File: src/common/tracerPkg.sv
package tracerPkg;

  // Q12.12 fixed point split used throughout the tracer
  localparam int FRAC_BITS = 12;
  localparam int INT_BITS = 12;

  // Signed value for positions, directions and reciprocals
  typedef logic signed [INT_BITS+FRAC_BITS-1:0] fixed_t;
  // Unsigned value for track distances, which may grow past the signed range
  typedef logic [INT_BITS+FRAC_BITS-1:0] ufixed_t;
  // Full width signed product of two fixed_t values
  typedef logic signed [2*(INT_BITS+FRAC_BITS)-1:0] wide_t;

  // Largest positive fixed_t, returned when the reciprocal saturates
  localparam fixed_t FIXED_MAX = {1'b0, {(INT_BITS+FRAC_BITS-1){1'b1}}};
  // The value 1.0 in Q12.12
  localparam fixed_t FIXED_ONE = fixed_t'(1) <<< FRAC_BITS;

  // The map is 16 cells by 16 cells
  localparam int MAP_COL_BITS = 4;
  localparam int MAP_ROW_BITS = 4;

  // Deflection is held at full vplane scale and shifted down when added to facing
  localparam int ADDEND_SHIFT = 8;
  // First traced line sits this many vplane steps above the screen centre
  localparam int START_LINES = 272;

  // Wall distance window is UQ7.9
  localparam int WALL_DIST_BITS = 16;
  // Wall half-size result width
  localparam int SIZE_BITS = 11;

  typedef struct packed {
    fixed_t x;
    fixed_t y;
  } vec_t;

  // View vectors, presented as plain inputs every cycle
  typedef struct packed {
    vec_t player;
    vec_t facing;
    vec_t vplane;
  } viewCfg_t;

  typedef struct packed {
    logic                 side;
    logic [SIZE_BITS-1:0] size;
  } traceResult_t;

  // Operand sources for the shared reciprocal
  typedef enum logic [1:0] {
    RCP_RAY_X,
    RCP_RAY_Y,
    RCP_WALL_DIST
  } rcpSrc_e;

  typedef enum logic [3:0] {
    SDX_PREP, SDX_WAIT, SDX_LOAD,
    SDY_PREP, SDY_WAIT, SDY_LOAD,
    INIT_X, INIT_Y,
    TRACE_STEP, TRACE_HIT,
    SIZE_PREP, SIZE_WAIT, SIZE_LOAD,
    TRACE_DONE
  } traceState_e;

endpackage

File: src/hw/reciprocal.sv
`timescale 1ns/10ps

module reciprocal (
  input  logic                                    clk,
  input  logic                                    i_load,
  input  tracerPkg::rcpSrc_e                      i_src,
  input  tracerPkg::vec_t                         i_rayDir,
  input  logic [tracerPkg::WALL_DIST_BITS-1:0]    i_wallDist,
  output tracerPkg::fixed_t                       o_recip
);
  import tracerPkg::*;

  fixed_t                          srcVal;
  ufixed_t                         opMag;
  ufixed_t                         divisor;
  logic [INT_BITS+FRAC_BITS:0]     quotient;

  // Pick the source and take its magnitude
  always_comb begin
    case (i_src)
      RCP_RAY_Y:     srcVal = i_rayDir.y;
      // The UQ7.9 window sits three bits up to land at Q12.12 weight
      RCP_WALL_DIST: srcVal = fixed_t'(ufixed_t'(i_wallDist) << 3);
      default:       srcVal = i_rayDir.x;
    endcase
  end

  // Operand register, loaded once per reciprocal request
  always_ff @(posedge clk) begin
    if (i_load) begin
      opMag <= (srcVal < 0) ? ufixed_t'(-srcVal) : ufixed_t'(srcVal);
    end
  end

  // 1/v in Q12.12 is 2^24 divided by the raw magnitude
  // A zero divisor is swapped for one, so its quotient overflows and saturates
  assign divisor = (opMag == '0) ? ufixed_t'(1) : opMag;
  assign quotient = ((INT_BITS+FRAC_BITS+1)'(1) << (2*FRAC_BITS)) / divisor;

  // Result is registered so it is valid two cycles after the load
  always_ff @(posedge clk) begin
    if (quotient > FIXED_MAX) begin
      o_recip <= FIXED_MAX;
    end else begin
      o_recip <= fixed_t'(quotient);
    end
  end

endmodule

File: src/hw/rayDirGen.sv
`timescale 1ns/10ps

module rayDirGen (
  input  logic                clk,
  input  logic                do_reset,
  input  logic                i_vsync,
  input  logic                i_nextLine,
  input  tracerPkg::viewCfg_t i_view,
  output tracerPkg::vec_t     o_rayDir
);
  import tracerPkg::*;

  // Deflection from the facing vector, kept at full vplane scale
  vec_t addend;
  // Deflection value for the top traced line of a frame
  vec_t startAddend;

  // Minus vplane times the start line count, truncated to Q12.12
  assign startAddend.x = fixed_t'(-(i_view.vplane.x * START_LINES));
  assign startAddend.y = fixed_t'(-(i_view.vplane.y * START_LINES));

  // Every new frame restarts the deflection at the top line
  // Each line end moves it down by one vplane step
  always_ff @(posedge clk) begin
    if (do_reset || i_vsync) begin
      addend <= startAddend;
    end else if (i_nextLine) begin
      addend.x <= addend.x + i_view.vplane.x;
      addend.y <= addend.y + i_view.vplane.y;
    end
  end

  // Accumulating a whole vplane per line keeps precision
  // The arithmetic shift brings it back to a small fraction of vplane
  // Changing the shift amount changes the field of view
  assign o_rayDir.x = i_view.facing.x + (addend.x >>> ADDEND_SHIFT);
  assign o_rayDir.y = i_view.facing.y + (addend.y >>> ADDEND_SHIFT);

endmodule

File: src/tracer/gridWalker.sv
`timescale 1ns/10ps

module gridWalker (
  input  logic                                  clk,
  input  logic                                  do_reset,
  input  logic                                  i_vsync,
  input  tracerPkg::viewCfg_t                   i_view,
  input  tracerPkg::vec_t                       i_rayDir,
  input  tracerPkg::fixed_t                     i_recip,
  input  logic                                  i_loadStepX,
  input  logic                                  i_loadStepY,
  input  logic                                  i_initX,
  input  logic                                  i_initY,
  input  logic                                  i_step,
  output logic [tracerPkg::MAP_COL_BITS-1:0]    o_mapCol,
  output logic [tracerPkg::MAP_ROW_BITS-1:0]    o_mapRow,
  output logic [tracerPkg::WALL_DIST_BITS-1:0]  o_wallDist,
  output logic                                  o_side
);
  import tracerPkg::*;

  // Distance along the ray to cross one whole cell in each axis
  fixed_t  stepDistX;
  fixed_t  stepDistY;
  // Distance travelled to the next X and Y gridline crossing
  // These are unsigned so a huge step distance that wraps still compares correctly
  ufixed_t trackX;
  ufixed_t trackY;

  logic    rayPosX;
  logic    rayPosY;
  fixed_t  partialX;
  fixed_t  partialY;
  fixed_t  mulA;
  fixed_t  mulB;
  wide_t   mulOut;
  ufixed_t trackInit;
  logic    needStepX;

  // Ray direction sign decides which way the map cell walks
  assign rayPosX = i_rayDir.x > 0;
  assign rayPosY = i_rayDir.y > 0;

  // Portion of a cell between the player and the first gridline the ray meets
  // A zero fraction gives a full cell when walking up and nothing when walking down
  assign partialX = rayPosX ? FIXED_ONE - fixed_t'(i_view.player.x[FRAC_BITS-1:0])
                            : fixed_t'(i_view.player.x[FRAC_BITS-1:0]);
  assign partialY = rayPosY ? FIXED_ONE - fixed_t'(i_view.player.y[FRAC_BITS-1:0])
                            : fixed_t'(i_view.player.y[FRAC_BITS-1:0]);

  // One multiplier serves both init cycles
  assign mulA = i_initX ? stepDistX : stepDistY;
  assign mulB = i_initX ? partialX : partialY;
  assign mulOut = mulA * mulB;
  // Middle bits of the product are the Q12.12 result
  assign trackInit = ufixed_t'(mulOut[FRAC_BITS +: INT_BITS+FRAC_BITS]);

  // Step along whichever axis has the nearer gridline
  assign needStepX = trackX < trackY;

  // Step distances come straight off the shared reciprocal
  always_ff @(posedge clk) begin
    if (i_loadStepX) begin
      stepDistX <= i_recip;
    end
    if (i_loadStepY) begin
      stepDistY <= i_recip;
    end
  end

  // Map cell and track distances
  always_ff @(posedge clk) begin
    if (i_initX) begin
      // Start from the cell the player stands in
      o_mapCol <= i_view.player.x[FRAC_BITS +: MAP_COL_BITS];
      o_mapRow <= i_view.player.y[FRAC_BITS +: MAP_ROW_BITS];
      trackX <= trackInit;
    end else if (i_initY) begin
      trackY <= trackInit;
    end else if (i_step) begin
      if (needStepX) begin
        o_mapCol <= rayPosX ? o_mapCol + 1'b1 : o_mapCol - 1'b1;
        trackX <= trackX + ufixed_t'(stepDistX);
      end else begin
        o_mapRow <= rayPosY ? o_mapRow + 1'b1 : o_mapRow - 1'b1;
        trackY <= trackY + ufixed_t'(stepDistY);
      end
    end
  end

  // Wall distance is the track value before the step that reached the wall
  // Only the UQ7.9 window is kept, so fraction is cut to 9 bits and integer wraps at 128
  always_ff @(posedge clk) begin
    if (do_reset || i_vsync) begin
      o_wallDist <= '0;
      o_side <= 1'b0;
    end else if (i_step) begin
      if (needStepX) begin
        o_wallDist <= trackX[FRAC_BITS+6 -: WALL_DIST_BITS];
        o_side <= 1'b0;
      end else begin
        o_wallDist <= trackY[FRAC_BITS+6 -: WALL_DIST_BITS];
        o_side <= 1'b1;
      end
    end
  end

endmodule

File: src/tracer/traceControl.sv
`timescale 1ns/10ps

module traceControl (
  input  logic                    clk,
  input  logic                    do_reset,
  input  logic                    i_vsync,
  input  logic                    i_hMax,
  input  logic                    i_mapVal,
  input  tracerPkg::fixed_t       i_recip,
  input  logic                    i_side,
  output logic                    o_rcpLoad,
  output tracerPkg::rcpSrc_e      o_rcpSrc,
  output logic                    o_loadStepX,
  output logic                    o_loadStepY,
  output logic                    o_initX,
  output logic                    o_initY,
  output logic                    o_step,
  output logic                    o_nextLine,
  output tracerPkg::traceResult_t o_result
);
  import tracerPkg::*;

  traceState_e state;
  traceState_e nextState;

  // Next state logic
  // Each reciprocal request takes a prep, a wait and a load cycle
  always_comb begin
    nextState = state;
    case (state)
      SDX_PREP:   nextState = SDX_WAIT;
      SDX_WAIT:   nextState = SDX_LOAD;
      SDX_LOAD:   nextState = SDY_PREP;
      SDY_PREP:   nextState = SDY_WAIT;
      SDY_WAIT:   nextState = SDY_LOAD;
      SDY_LOAD:   nextState = INIT_X;
      INIT_X:     nextState = INIT_Y;
      INIT_Y:     nextState = TRACE_STEP;
      // Keep stepping through empty cells until the current one is a wall
      TRACE_STEP: begin
        if (i_mapVal) begin
          nextState = TRACE_HIT;
        end
      end
      TRACE_HIT:  nextState = SIZE_PREP;
      SIZE_PREP:  nextState = SIZE_WAIT;
      SIZE_WAIT:  nextState = SIZE_LOAD;
      SIZE_LOAD:  nextState = TRACE_DONE;
      // Wait here for the end of the display line
      TRACE_DONE: begin
        if (i_hMax) begin
          nextState = SDX_PREP;
        end
      end
      default:    nextState = SDX_PREP;
    endcase
  end

  // A new frame holds the tracer at the start of the first line
  always_ff @(posedge clk) begin
    if (do_reset || i_vsync) begin
      state <= SDX_PREP;
    end else begin
      state <= nextState;
    end
  end

  // Reciprocal requests for both step distances and the wall size
  assign o_rcpLoad = (state == SDX_PREP) || (state == SDY_PREP) || (state == SIZE_PREP);

  always_comb begin
    case (state)
      SDY_PREP:  o_rcpSrc = RCP_RAY_Y;
      SIZE_PREP: o_rcpSrc = RCP_WALL_DIST;
      default:   o_rcpSrc = RCP_RAY_X;
    endcase
  end

  // Datapath strobes, one cycle each
  assign o_loadStepX = state == SDX_LOAD;
  assign o_loadStepY = state == SDY_LOAD;
  assign o_initX = state == INIT_X;
  assign o_initY = state == INIT_Y;
  // The map ROM answers in the same cycle, so an empty cell steps at once
  assign o_step = (state == TRACE_STEP) && !i_mapVal;
  // Line end advances the ray to the next line
  assign o_nextLine = (state == TRACE_DONE) && i_hMax;

  // Result is shown on the line after it was traced
  // Size takes reciprocal bits 2 down to -8 of the wall distance
  always_ff @(posedge clk) begin
    if (do_reset || i_vsync) begin
      o_result <= '0;
    end else if (o_nextLine) begin
      o_result.size <= i_recip[FRAC_BITS+2 -: SIZE_BITS];
      o_result.side <= i_side;
    end
  end

endmodule

File: src/hw/wallTracer.sv
`timescale 1ns/10ps

module wallTracer (
  input  logic                                clk,
  input  logic                                do_reset,
  input  logic                                i_vsync,
  input  logic                                i_hMax,
  input  tracerPkg::viewCfg_t                 i_view,
  input  logic                                i_mapVal,
  output logic [tracerPkg::MAP_COL_BITS-1:0]  o_mapCol,
  output logic [tracerPkg::MAP_ROW_BITS-1:0]  o_mapRow,
  output tracerPkg::traceResult_t             o_result
);
  import tracerPkg::*;

  // Control strobes from the sequencer
  logic                      rcpLoad;
  rcpSrc_e                   rcpSrc;
  logic                      loadStepX;
  logic                      loadStepY;
  logic                      initX;
  logic                      initY;
  logic                      step;
  logic                      nextLine;

  // Datapath values
  vec_t                      rayDir;
  fixed_t                    recip;
  logic [WALL_DIST_BITS-1:0] wallDist;
  logic                      side;

  // Line sequencer, which also holds the presented result
  traceControl uControl (
    .clk         (clk),
    .do_reset    (do_reset),
    .i_vsync     (i_vsync),
    .i_hMax      (i_hMax),
    .i_mapVal    (i_mapVal),
    .i_recip     (recip),
    .i_side      (side),
    .o_rcpLoad   (rcpLoad),
    .o_rcpSrc    (rcpSrc),
    .o_loadStepX (loadStepX),
    .o_loadStepY (loadStepY),
    .o_initX     (initX),
    .o_initY     (initY),
    .o_step      (step),
    .o_nextLine  (nextLine),
    .o_result    (o_result)
  );

  rayDirGen uRayDir (
    .clk        (clk),
    .do_reset   (do_reset),
    .i_vsync    (i_vsync),
    .i_nextLine (nextLine),
    .i_view     (i_view),
    .o_rayDir   (rayDir)
  );

  // Single reciprocal shared by both step distances and the wall size
  reciprocal uRecip (
    .clk        (clk),
    .i_load     (rcpLoad),
    .i_src      (rcpSrc),
    .i_rayDir   (rayDir),
    .i_wallDist (wallDist),
    .o_recip    (recip)
  );

  gridWalker uWalker (
    .clk         (clk),
    .do_reset    (do_reset),
    .i_vsync     (i_vsync),
    .i_view      (i_view),
    .i_rayDir    (rayDir),
    .i_recip     (recip),
    .i_loadStepX (loadStepX),
    .i_loadStepY (loadStepY),
    .i_initX     (initX),
    .i_initY     (initY),
    .i_step      (step),
    .o_mapCol    (o_mapCol),
    .o_mapRow    (o_mapRow),
    .o_wallDist  (wallDist),
    .o_side      (side)
  );

endmodule

File: config.mk
export PLATFORM = sky130hd
export DESIGN_NAME = wallTracer
export DESIGN_NICKNAME = d
export VERILOG_FILES = /design/src/common/tracerPkg.sv /design/src/hw/reciprocal.sv /design/src/hw/rayDirGen.sv /design/src/tracer/gridWalker.sv /design/src/tracer/traceControl.sv /design/src/hw/wallTracer.sv
export SDC_FILE = /design/constraint.sdc
export NUM_CORES = 2
export LEC_CHECK = 0
export BUFFER_PORTS_ARGS = -buffer_cell sky130_fd_sc_hd__buf_2
export CORE_AREA = 2 2 372 522
export DETAILED_ROUTE_END_ITERATION = 7
export DIE_AREA = 0 0 374 524
export MAX_ROUTING_LAYER = met4
export PLACE_DENSITY_LB_ADDON = 0.2
export SYNTH_ARGS = -nofsm -noshare
export SYNTH_HDL_FRONTEND = slang
export SYNTH_SLANG_ARGS = --single-unit
export TNS_END_PERCENT = 20
File: constraint.sdc
create_clock -name clk -period 63.7 [get_ports clk]
set_input_delay 6.37 -clock clk [delete_from_list [all_inputs] [get_ports clk]]
set_output_delay 6.37 -clock clk [all_outputs]
set_load 0.005 [all_outputs]
==> impl_results.html <==
<table>
<tr><th>Metric</th><th>Value</th></tr>
<tr><th colspan="2">Logic synthesis</th></tr>
<tr><td>Post-synth top area cell</td><td>sky130_fd_sc_hd__fa_1</td></tr>
<tr><td>Synth top area cells</td><td>sky130_fd_sc_hd__fa_1, sky130_fd_sc_hd__ha_1, sky130_fd_sc_hd__edfxtp_1, sky130_fd_sc_hd__nand2_1, sky130_fd_sc_hd__inv_1</td></tr>
<tr><td>Primary FF master, synth</td><td>sky130_fd_sc_hd__edfxtp_1</td></tr>
<tr><td>Dominant cell by count in the synthesized netlist</td><td>sky130_fd_sc_hd__nand2_1</td></tr>
<tr><td>Mapped Area</td><td>53,300 µm²</td></tr>
<tr><td>Syn Inst Count</td><td>6,583</td></tr>
<tr><td>EDFF count, synth</td><td>176</td></tr>
<tr><td>Asr flop ratio synth</td><td>0%</td></tr>
<tr><td>Proportion of synthesized chip area in sequential cells</td><td>12.1%</td></tr>
<tr><td>Net count after synthesis</td><td>7,851</td></tr>
<tr><td>Top cell type's share of synthesized area</td><td>16.8%</td></tr>
<tr><td>Avg Cell Area, Syn</td><td>8.09 µm²</td></tr>
<tr><td>Top cells by count, synth</td><td>sky130_fd_sc_hd__nand2_1, sky130_fd_sc_hd__inv_1, sky130_fd_sc_hd__ha_1</td></tr>
<tr><td>Warning count from the yosys run</td><td>0</td></tr>
<tr><td>#FFs+latches synth</td><td>233</td></tr>
<tr><td>Count of different cell masters after synthesis</td><td>104</td></tr>
<tr><th colspan="2">Route</th></tr>
<tr><td>Via density</td><td>5.22</td></tr>
<tr><td>DRC</td><td>0</td></tr>
<tr><td>Post-route ant nets</td><td>0</td></tr>
<tr><td>Drt pass-1 iters</td><td>5</td></tr>
<tr><td>Violation count after the first detailed-routing iteration</td><td>3,000</td></tr>
<tr><td>Mean routed wirelength per cell</td><td>21.0 µm</td></tr>
<tr><td>Post-detailed-routing wire length</td><td>197,000 µm</td></tr>
<tr><td>Number of vias in the routed layout</td><td>48,800</td></tr>
<tr><th colspan="2">Final layout</th></tr>
<tr><td>Final net count</td><td>8,105</td></tr>
<tr><td>Layout-stage area growth over the synthesis result</td><td>11.9%</td></tr>
<tr><td>Finished Layout Cells</td><td>9,359</td></tr>
<tr><td>Area used by multi-input combinational logic</td><td>43,800 µm²</td></tr>
<tr><td>Share of cells above drive strength 1</td><td>9.58%</td></tr>
<tr><td>Register Area</td><td>6430 µm²</td></tr>
<tr><td>Filler cells</td><td>20,400</td></tr>
<tr><th colspan="2">Setup path</th></tr>
<tr><td>CP max-delay cell</td><td>sky130_fd_sc_hd__a2111oi_1</td></tr>
<tr><td>Highest cell delay on the worst timing path</td><td>0.82 ns</td></tr>
<tr><td>Destination of the critical timing path</td><td>uRecip.o_recip[0]</td></tr>
<tr><td>Worst reg2reg startpoint</td><td>uRecip.opMag[5]</td></tr>
<tr><td>Cell family with most CP delay</td><td>compound AO/OA/AOI/OAI gates</td></tr>
<tr><td>R2R cell count</td><td>226</td></tr>
<tr><td>Worst setup path class</td><td>flop to flop</td></tr>
<tr><td>Data required time at the worst endpoint</td><td>64.18 ns</td></tr>
<tr><td>Worst endpoint data arrival time</td><td>60.45 ns</td></tr>
<tr><td>Critical Path Start Type</td><td>flop</td></tr>
<tr><td>Worst-path fanout max</td><td>24</td></tr>
<tr><td>Endpoint of the lowest-slack register-to-register path</td><td>uRecip.o_recip[0]</td></tr>
<tr><td>Combined buffer and inverter count along the critical path</td><td>14</td></tr>
<tr><td>Crit path capture type</td><td>flop</td></tr>
<tr><td>Critical path startpoint</td><td>uRecip.opMag[5]</td></tr>
<tr><td>Crit. path cell count</td><td>226</td></tr>
<tr><td>Setup slack, reg-to-reg</td><td>3.74 ns</td></tr>
<tr><th colspan="2">STA</th></tr>
<tr><td>Fmax</td><td>16.7 MHz</td></tr>
<tr><td>Hold Violations, Final</td><td>0</td></tr>
<tr><td>Number of pins with negative max-slew slack in the final report</td><td>0</td></tr>
<tr><td>Setup repair after global routing missed its margin</td><td>false</td></tr>
<tr><td>Worst Skew</td><td>0.0562 ns</td></tr>
<tr><td>Final setup viols</td><td>0</td></tr>
<tr><td>Final hold slack</td><td>0.417 ns</td></tr>
<tr><td>Part of the cycle the worst path needs</td><td>94.1%</td></tr>
<tr><td>Final critical delay including setup and external delays</td><td>59.96 ns</td></tr>
<tr><td>TNS Setup</td><td>0 ns</td></tr>
<tr><td>Remaining max-slew budget at the tightest pin</td><td>16.7%</td></tr>
<tr><td>Transition time at the pin with the least slew margin</td><td>1.22 ns</td></tr>
<tr><th colspan="2">Place</th></tr>
<tr><td>IO buf count</td><td>152</td></tr>
<tr><td>Routability congestion estimate from global placement</td><td>0.912</td></tr>
<tr><td>Detail Placement HPWL</td><td>162,000 µm</td></tr>
<tr><td>Placed cell count</td><td>9,301</td></tr>
<tr><th colspan="2">GRT</th></tr>
<tr><td>Global-route wire length before repair</td><td>300,000 µm</td></tr>
<tr><td>Number of antenna violations at the first check in global routing</td><td>7</td></tr>
<tr><td>Largest net degree at the start of global routing</td><td>86</td></tr>
<tr><td>Vias in the first global route</td><td>50,400</td></tr>
<tr><td>Total grt overflow</td><td>0</td></tr>
<tr><td>Overall fraction of global-route tracks in use</td><td>20.3%</td></tr>
<tr><th colspan="2">Clocking</th></tr>
<tr><td>H-Tree Level Count</td><td>1</td></tr>
<tr><td>Postcts setup bufs</td><td>0</td></tr>
<tr><td>Buffers from clock root to sink, at most</td><td>3</td></tr>
<tr><td>Clock slew at reported path FFs</td><td>0.06 ns</td></tr>
<tr><td>Clock insertion delay at the later pin of the skew report</td><td>0.64 ns</td></tr>
<tr><td>Number of sinks driven by the clock tree</td><td>233</td></tr>
<tr><td>CTS tree</td><td>yes</td></tr>
<tr><td>Clock root cell</td><td>sky130_fd_sc_hd__clkbuf_16</td></tr>
<tr><td>Number of CTS-inserted buffers</td><td>30</td></tr>
<tr><th colspan="2">Die</th></tr>
<tr><td>Top-level port count</td><td>169</td></tr>
<tr><td>Starting density of the core</td><td>27.9%</td></tr>
<tr><td>Area of the placeable core</td><td>191,000 µm²</td></tr>
<tr><td>DIE AREA</td><td>196,000 µm²</td></tr>
<tr><td>Number of placement rows</td><td>190</td></tr>
<tr><td>Die span in y</td><td>524 µm</td></tr>
<tr><td>Die W</td><td>374 µm</td></tr>
<tr><th colspan="2">Worst hold path</th></tr>
<tr><td>Worst min path class</td><td>flop to flop</td></tr>
<tr><th colspan="2">Job</th></tr>
<tr><td>Max Cap Violations</td><td>0</td></tr>
<tr><th colspan="2">Outcome</th></tr>
<tr><td>Status</td><td>finished, final reports clean</td></tr>
</table>
## worst min-delay path by stage
stage | start | end | cells after the start
after floorplan | uRecip.o_recip[0] | uWalker.stepDistX[0] | 0
after global placement | uRecip.o_recip[19] | uWalker.stepDistX[19] | 0
after detailed placement | uRecip.o_recip[19] | uWalker.stepDistX[19] | 0
after CTS | uRecip.o_recip[18] | uWalker.stepDistY[18] | 0
after global routing | uRecip.o_recip[20] | uWalker.stepDistY[20] | 0
final | uRecip.o_recip[18] | uWalker.stepDistY[18] | 0
## layout make-up
| type | count | share of cell area, % |
|---|---|---|
| timing repair buffer | 405 | 4.52 |
| tap | 2496 | 5.24 |
| clock buffer | 36 | 1.33 |
| clock inverter | 20 | 0.390 |
| inverter | 693 | 4.36 |
| multi-input combinational | 5474 | 73.4 |
| sequential | 233 | 10.8 |
| antenna | 2 | 0.00839 |
## stage by stage
| step | cell area [µm²] | worst slack, ns | util, % |
|---|---|---|---|
| final | 59600 | 3.74 | 31.2 |
| after floorplan | 53300 | 11.33 | - |
| after detailed placement | 58600 | 3.34 | 30.7 |
| after global placement | 58600 | 3.43 | 30.7 |
| after CTS | 59600 | 3.10 | 31.2 |
| after global routing | 59600 | 0.111 | 31.2 |
## cell usage in the layout (no fill, tap or decap), drive strengths merged, types with 27 or more instances in the layout
cell type,netlist,final
nand2,700,700
inv,693,696
ha,671,671
nor2,599,599
fa,448,448
a21oi,443,443
buf,23,405
o21ai,332,332
xnor2,278,278
a21o,193,193
edfxtp,176,176
xor2,154,154
nor3,149,149
nand3,120,120
o21a,90,90
nand2b,88,88
a211oi,79,79
or3,78,78
nor2b,75,75
mux2i,75,75
a31oi,74,74
mux2,70,70
and2,61,61
dfxtp,57,57
o31ai,57,57
and3,50,50
o21bai,50,50
or2,38,38
nand4,37,37
clkbuf,160,36
o211ai,35,35
a21boi,33,33
nor4,27,27
## what timing repair did
item | 4_1_cts | 5_1_grt
gates resized for setup | 0 | 3
endpoints found under the setup margin | 0 | 1
endpoints found under the hold margin | 0 | 0
hold buffers | 0 | 0
## logic make-up (layout without fill, tap and decap cells)
family                   count (synthesis)  in the layout  share of synthesized area, %
AND/OR/NAND/NOR                       2101           2101                          18.3
other                                    1              3                       0.00704
adder cells (fa/ha/maj)               1119           1119                          32.6
XOR/XNOR                               433            433                          7.14
multiplexers                           145            145                          2.90
buffers and inverters                  876           1154                          6.19
AO/OA/AOI/OAI                         1675           1675                          20.8
flip-flops                             233            233                          12.1
## state kept, by name (all words and copies together), names as in the netlist
name                count
uWalker.stepDistY      24
uRecip.o_recip         24
uRecip.opMag           24
uWalker.trackY         24
uWalker.trackX         24
uControl.state          4
uWalker.stepDistX      24
uWalker.o_mapCol        4
uWalker.o_side          1
uWalker.o_wallDist     16
uWalker.o_mapRow        4
uControl.o_result      12
uRayDir.addend         48
## routing by layer
metal  wire (µm)  GRT usage [%]
met5           0              -
met4        8750           8.02
met3        6440           1.05
met2       99700           36.6
met1       81700           23.7
Power is left out: the tool's default activity adds up to more than one toggle a clock period on the data nets, which glitch-free logic cannot reach.
